File: src/rtl/mem_pkg.sv
package mem_pkg;

    // ----------------------------------------------------------------------
    // Bus geometry
    // ----------------------------------------------------------------------

    // Byte address and data widths on the AXI side
    localparam int ADDR_W  = 16;
    localparam int DATA_W  = 32;
    localparam int STRB_W  = DATA_W / 8;
    // Byte offset bits inside one bus word
    localparam int LANE_W  = $clog2(STRB_W);
    // Word address as seen by the memory port
    localparam int WORD_AW = ADDR_W - LANE_W;
    localparam int ID_W    = 4;

    // ----------------------------------------------------------------------
    // Memory geometry
    // ----------------------------------------------------------------------

    localparam int MEM_WORDS = 256;
    // Index bits of the physical array
    localparam int MEM_AW    = $clog2(MEM_WORDS);

    // Single-beat write toward the memory
    typedef struct packed {
        logic [WORD_AW-1:0] addr;
        logic [DATA_W-1:0]  data;
        logic [STRB_W-1:0]  strb;
    } comp_wr_t;

endpackage

File: src/rtl/axi_pkg.sv
package axi_pkg;

    import mem_pkg::*;

    // ----------------------------------------------------------------------
    // Encodings
    // ----------------------------------------------------------------------

    // AWBURST values, 2'b11 is reserved and treated as INCR
    typedef enum logic [1:0] {
        AXI_BURST_FIXED = 2'b00,
        AXI_BURST_INCR  = 2'b01,
        AXI_BURST_WRAP  = 2'b10
    } axi_burst_e;

    // BRESP values, EXOKAY is never produced here
    typedef enum logic [1:0] {
        AXI_RESP_OKAY   = 2'b00,
        AXI_RESP_SLVERR = 2'b10
    } axi_resp_e;

    // ----------------------------------------------------------------------
    // Channel payloads
    // ----------------------------------------------------------------------

    // Write request context
    typedef struct packed {
        logic [ADDR_W-1:0] addr;
        logic [ID_W-1:0]   id;
        logic [7:0]        len;
        logic [2:0]        size;
        axi_burst_e        burst;
    } axi_aw_t;

    // One write data beat
    typedef struct packed {
        logic [DATA_W-1:0] data;
        logic [STRB_W-1:0] strb;
        logic              last;
    } axi_w_t;

    // One write response
    typedef struct packed {
        logic [ID_W-1:0] id;
        axi_resp_e       resp;
    } axi_b_t;

endpackage

File: src/rtl/burst_addr_gen.sv
module burst_addr_gen import mem_pkg::*, axi_pkg::*; (
    input  logic               clk,
    input  logic               rst_n,

    input  logic               i_load,
    input  logic               i_step,
    input  axi_aw_t            i_aw,

    output logic [ADDR_W-1:0]  o_addr,
    output logic [WORD_AW-1:0] o_word_addr,
    output logic               o_last_beat
);

    // Burst state
    logic [ADDR_W-1:0] addr_q;
    logic [7:0]        cnt_q;
    logic [7:0]        len_q;
    logic [2:0]        size_q;
    axi_burst_e        burst_q;
    logic              last_q;

    // Next address terms
    logic [ADDR_W-1:0] size_bytes;
    logic [ADDR_W-1:0] align_mask;
    logic [ADDR_W-1:0] incr_addr;
    logic [ADDR_W-1:0] wrap_mask;
    logic [ADDR_W-1:0] addr_nxt;

    // ----------------------------------------------------------------------
    // Address step
    // ----------------------------------------------------------------------

    always_comb begin
        size_bytes = ADDR_W'(1) << size_q;
        align_mask = ~(size_bytes - ADDR_W'(1));
        // Unaligned start snaps to the size boundary after the first beat
        incr_addr  = (addr_q & align_mask) + size_bytes;
        // Wrap window is size times beat count, a power of two for WRAP
        wrap_mask  = ((ADDR_W'(len_q) + ADDR_W'(1)) << size_q) - ADDR_W'(1);
        case (burst_q)
            AXI_BURST_FIXED: addr_nxt = addr_q;
            AXI_BURST_WRAP:  addr_nxt = (addr_q & ~wrap_mask) | (incr_addr & wrap_mask);
            default:         addr_nxt = incr_addr;
        endcase
    end

    // ----------------------------------------------------------------------
    // State update
    // ----------------------------------------------------------------------

    // Load wins over step, so a final beat can hand over to the next burst
    always_ff @(posedge clk or negedge rst_n) begin
        if (!rst_n) begin
            addr_q  <= '0;
            cnt_q   <= '0;
            len_q   <= '0;
            size_q  <= '0;
            burst_q <= AXI_BURST_FIXED;
            last_q  <= 1'b0;
        end else if (i_load) begin
            addr_q  <= i_aw.addr;
            cnt_q   <= i_aw.len;
            len_q   <= i_aw.len;
            size_q  <= i_aw.size;
            burst_q <= i_aw.burst;
            last_q  <= (i_aw.len == 8'd0);
        end else if (i_step) begin
            addr_q  <= addr_nxt;
            cnt_q   <= cnt_q - 8'd1;
            // Remaining count about to reach zero
            last_q  <= (cnt_q == 8'd1);
        end
    end

    assign o_addr      = addr_q;
    assign o_word_addr = addr_q[ADDR_W-1:LANE_W];
    assign o_last_beat = last_q;

endmodule

File: src/rtl/axi_wr_ctrl.sv
module axi_wr_ctrl import mem_pkg::*, axi_pkg::*; (
    input  logic     clk,
    input  logic     rst_n,

    // Request from the AW buffer
    input  logic     i_aw_valid,
    output logic     o_aw_ready,
    input  axi_aw_t  i_aw,

    // Data beats from the W buffer
    input  logic     i_w_valid,
    output logic     o_w_ready,
    input  axi_w_t   i_w,

    // Responses into the B buffer
    output logic     o_b_valid,
    input  logic     i_b_ready,
    output axi_b_t   o_b,

    // Memory port
    output logic     o_comp_wr_stb,
    output comp_wr_t o_comp_wr,
    input  logic     i_comp_err
);

    typedef enum logic {
        ST_IDLE,
        ST_BURST
    } state_e;

    state_e              state_q;
    logic                aw_fire;
    logic                w_fire;
    logic                final_fire;
    logic                b_room;

    // Context of the active burst
    logic [ID_W-1:0]     txn_id;
    logic [2:0]          txn_size;
    logic [ADDR_W-1:0]   gen_addr;
    logic [WORD_AW-1:0]  gen_word_addr;
    logic                gen_last;

    // Byte lanes covered by the current beat
    logic [STRB_W-1:0]   size_strb;
    logic [LANE_W-1:0]   lane_lo;
    logic [LANE_W-1:0]   lane_base;
    logic [STRB_W-1:0]   lane_mask;

    // Write stage and response stage
    logic                stb_last;
    logic [ID_W-1:0]     stb_id;
    logic                err_q;

    // ----------------------------------------------------------------------
    // Handshakes
    // ----------------------------------------------------------------------

    // Room for one more response, counting those still in the pipe
    assign b_room     = i_b_ready && !stb_last && !o_b_valid;
    // Final beat waits for room so its response can never be dropped
    assign o_w_ready  = (state_q == ST_BURST) && (!gen_last || b_room);
    assign w_fire     = i_w_valid && o_w_ready;
    // Beat count ends the burst, wlast is ignored
    assign final_fire = w_fire && gen_last;
    assign o_aw_ready = b_room && ((state_q == ST_IDLE) || final_fire);
    assign aw_fire    = i_aw_valid && o_aw_ready;

    always_ff @(posedge clk or negedge rst_n) begin
        if (!rst_n) begin
            state_q <= ST_IDLE;
        end else if (aw_fire) begin
            state_q <= ST_BURST;
        end else if (final_fire) begin
            state_q <= ST_IDLE;
        end
    end

    always_ff @(posedge clk) begin
        if (aw_fire) begin
            txn_id   <= i_aw.id;
            txn_size <= i_aw.size;
        end
    end

    burst_addr_gen i_addr_gen (
        .clk         (clk          ),
        .rst_n       (rst_n        ),
        .i_load      (aw_fire      ),
        .i_step      (w_fire       ),
        .i_aw        (i_aw         ),
        .o_addr      (gen_addr     ),
        .o_word_addr (gen_word_addr),
        .o_last_beat (gen_last     )
    );

    // ----------------------------------------------------------------------
    // Lane mask for narrow and unaligned beats
    // ----------------------------------------------------------------------

    always_comb begin
        if (txn_size >= 3'(LANE_W)) begin
            size_strb = '1;
            lane_lo   = '1;
        end else begin
            size_strb = STRB_W'((32'd1 << (32'd1 << txn_size)) - 32'd1);
            lane_lo   = LANE_W'((32'd1 << txn_size) - 32'd1);
        end
        // Container of the transfer, trimmed below the start byte
        lane_base = gen_addr[LANE_W-1:0] & ~lane_lo;
        lane_mask = (size_strb << lane_base) & ({STRB_W{1'b1}} << gen_addr[LANE_W-1:0]);
    end

    // ----------------------------------------------------------------------
    // Write stage, memory sees the beat one edge after it is consumed
    // ----------------------------------------------------------------------

    always_ff @(posedge clk or negedge rst_n) begin
        if (!rst_n) begin
            o_comp_wr_stb <= 1'b0;
            stb_last      <= 1'b0;
        end else begin
            o_comp_wr_stb <= w_fire;
            stb_last      <= final_fire;
        end
    end

    always_ff @(posedge clk) begin
        if (w_fire) begin
            o_comp_wr.addr <= gen_word_addr;
            o_comp_wr.data <= i_w.data;
            o_comp_wr.strb <= i_w.strb & lane_mask;
            stb_id         <= txn_id;
        end
    end

    // ----------------------------------------------------------------------
    // Response stage
    // ----------------------------------------------------------------------

    // Sticky error, restarts with the beat after a final one
    always_ff @(posedge clk or negedge rst_n) begin
        if (!rst_n) begin
            err_q     <= 1'b0;
            o_b_valid <= 1'b0;
        end else begin
            o_b_valid <= stb_last;
            if (stb_last) begin
                err_q <= 1'b0;
            end else if (o_comp_wr_stb && i_comp_err) begin
                err_q <= 1'b1;
            end
        end
    end

    // Final beat error still counts in its own cycle
    always_ff @(posedge clk) begin
        if (stb_last) begin
            o_b.id   <= stb_id;
            o_b.resp <= (err_q || i_comp_err) ? AXI_RESP_SLVERR : AXI_RESP_OKAY;
        end
    end

endmodule

File: config.mk
export PLATFORM = sky130hd
export DESIGN_NAME = axi_wr_ctrl
export DESIGN_NICKNAME = d
export VERILOG_FILES = /design/src/rtl/mem_pkg.sv /design/src/rtl/axi_pkg.sv /design/src/rtl/burst_addr_gen.sv /design/src/rtl/axi_wr_ctrl.sv
export SDC_FILE = /design/constraint.sdc
export NUM_CORES = 1
export LEC_CHECK = 0
export BUFFER_PORTS_ARGS = -buffer_cell sky130_fd_sc_hd__buf_2
export CORE_UTILIZATION = 54
export CTS_CLUSTER_SIZE = 24
export DETAILED_ROUTE_END_ITERATION = 10
export PLACE_DENSITY = 0.77
export SYNTH_ARGS = -nofsm -noshare
export SYNTH_HDL_FRONTEND = slang
export SYNTH_SLANG_ARGS = --single-unit
File: constraint.sdc
create_clock -name clk -period 4.8 [get_ports clk]
set_input_delay 0.96 -clock clk [delete_from_list [all_inputs] [get_ports clk]]
set_output_delay 0.96 -clock clk [all_outputs]
set_load 0.01 [all_outputs]
==> metrics <==
antenna violations before repair 0; worst slew slack as a fraction of its limit 34.55%; Die Y between 100 and 150 um; least setup slack across all paths after layout 1.049 ns; Seq/Total Area, Yosys between 50% and 60%; number of remaining DRC errors 0; worst slack at placement 1.132 ns; CTS sink count 109; unrepaired setup endpoints after global routing false; source-to-sink clock delay at the later pin of the worst-skew pair roughly 0.40 ns; global-route congestion overflow total 0; via count of the first global-routing pass 4590; fraction of the cycle the final worst path needs roughly four fifths; number of hold buffers added after CTS 0; fin area 6653 um2; Core Box Area 10280 um2; top cells by area, synth edfxtp_1 (35%), dfrtp_1 (19%), nand2_1 (5.5%), o21ai_0 (3.7%), nor2_1 (3.2%); leading cell type in the layout, fill and taps excluded buf_2; count of distinct cell types in the synthesized netlist 69; leakage power summed over all cells 0.002759 uW; achievable frequency 266.6 MHz; fraction of synthesized cell area taken by the top area cell type 34.71%; first-pass GRT wire length about 23 mm; routability-driven placement congestion ratio 0.8826; clock slew seen by the registers of the worst setup and hold paths 0.11 ns; sum of net half-perimeters after detailed placement 10.40 mm; Warnings, synthesis 0; worst-case clock buffer depth 2; Setup Skew 0.01322 ns; largest fanout on the critical path 12; Via-to-Cell Ratio between 5 and 6; number of buffers inserted by port buffering between 100 and 150; ANT cells 0; number of post-CTS setup repair buffers 0; ordered cell list for the critical path ha_1, and3_1, xnor2_1, o22ai_1, a222oi_1, o21ai_2, nor3_1, o21ai_0, or4_1, nand3_1; Root Driver clkbuf_8; die width 104.8 um; class of the worst hold path reg -> reg; number of enable-type register cells in the synthesized netlist 66; Post-Syn Area 5709 um2; final critical delay including setup and external delays 3.751 ns; Pwr Density 640.3 nW/um2; peak supply drop 0.3078 mV; required time of the critical path 5.13 ns; Total Routing Usage GR a little over a quarter; TritonCTS clock tree done; num rows 37; Worst Setup Start Kind flip-flop; most used cells in the layout excluding fill and tap cells buf_2 (133), nand2_1 (84), edfxtp_1 (66), nor2_1 (49), dfrtp_1 (43); critical path class reg -> reg; Antenna Violating Nets Remaining 0; total of cells resized after clock tree synthesis 0; slowest stage cell, crit path nor3_1; run status completed; final number of setup-violating endpoints 0; average wire per cell in the routed design 16.96 um; count of pins over their slew limit 0; CTS HTree Levels 3; initial DRC count around 330; main flop type after synthesis edfxtp_1; max incr delay on CP about 0.61 ns; signed area change from the synthesized netlist to the final layout 16.52%; CP Data Arrival Time 4.08 ns; instance count of the mapped netlist 558; detailed-route via count 4656; initial cell density of the core 55.55%; final net count roughly 770; largest net degree at the start of global routing 62; area enclosed by the die boundary 10990 um2; placed instance area 6450 um2; Mean Syn Cell Area between 10 and 15 um2; Yosys top cell by area edfxtp_1; async set or reset register ratio after synthesis 39.45%; Inserted Clock Buffers 9; number of search-and-repair iterations in the first detailed-routing pass 6; max_cap viols 0; final sum of negative setup slack 0 ns; proportion of layout cells with a drive suffix above 1 25.04%; Fin. Hold Viols 0; crit path capture type flip-flop; syn_nets 642; routed wire length 13.96 mm; I/O pin cnt 136; synthesis-stage register bit count 109; Tightest Pin Transition 0.9817 ns
worst max-delay path, delay by kind of cell (launching register included):
| kind | cells | cell delay [ns] |
|---|---|---|
| AOI/OAI and AO/OA | 4 | 1.08 |
| DFF | 1 | 0.59 |
| and+or+nand+nor | 4 | 1.47 |
| xor gates and xnor gates | 1 | 0.13 |
| adders and majority gates | 1 | 0.42 |
metrics by stage:
step / std cells / utilization, % / hold slack (ns) / total power (uW)
finish: 823 / 64.73 / 0.4312 / 4259
global route: 823 / 64.73 / 0.4467 / 4592
CTS: 823 / 64.73 / 0.4336 / 4257
detailed placement: 807 / 62.76 / 0.4062 / 3708
global placement: 807 / 62.76 / 0.4007 / 3632
floorplan: 558 / - / 0.4003 / 3161
cell families after synthesis:
logic type,count (synthesis),synth area share (%)
and+or+nand+nor,225,19.33
AOI/OAI and AO/OA,135,15.25
DFF,109,53.56
buffers and inverters,40,3.441
xor gates and xnor gates,29,4.580
muxes,11,2.016
adders and majority gates,8,1.753
other,1,0.06568
final timing paths:
path | from | endpoint | slack, ns | depth (start not counted)
hold / removal | txn_id[2] | stb_id[2] | 0.43 | 0
max in group asynchronous | rst_n | i_addr_gen.len_q[3] | 3.47 | 1
setup / recovery | i_addr_gen.len_q[0] | flip-flop | 1.05 | 10
min in group asynchronous | rst_n | async pin | 0.70 | 1
setup reg to reg | i_addr_gen.len_q[0] | flip-flop | 1.05 | 10
hold reg to reg | txn_id[2] | stb_id[2] | 0.43 | 0
metal layers:
| metal | vias to the layer above | routed length (um) | part of all wire (%) | global-route usage (%) |
|---|---|---|---|---|
| met5 | - | 0 | 0 | 0 |
| met4 | 0 | 200 | 1.4 | 9.054 |
| met3 | 14 | 851 | 6.1 | 4.429 |
| met2 | 174 | 7103 | 51 | 46.59 |
| met1 | 2184 | 5806 | 42 | 34.06 |
| li1 | 2284 | - | - | - |
final cells by class:
class                           count  area, um2
Clock buffer                        9      123.9
Multi-Input combinational cell    409       2455
Sequential cell                   109       3058
Tap cell                          136      170.2
Fill cell                         858       3625
Inverter                           13      48.80
Clock inverter                      7      78.83
Timing Repair Buffer              140      718.2
cells in the mapped netlist, drive strengths merged, types with 3 or more instances:
cell and number:
a211oi 7, a21o 4, a21oi 35, a222oi 4
a2bb2oi 4, a31oi 7, and2 3, and3 8
and4 4, buf 15, clkbuf 12, dfrtp 43
edfxtp 66, ha 8, inv 11, mux2i 10
nand2 84, nand2b 7, nand3 17, nand3b 4
nand4 3, nor2 49, nor2b 7, nor3 15
nor4 7, o211ai 4, o21ai 47, o22ai 3
or2 3, or3 5, xnor2 15, xor2 14
report_power, final:
group	internal [uW]	total (uW)	switching [uW]	leakage (uW)
logic	813	2120	1300	0.00152
registers	1330	1590	261	0.00114
clock network	205	549	343	0.000101
Note: power is estimated with default switching activity, not from simulation.
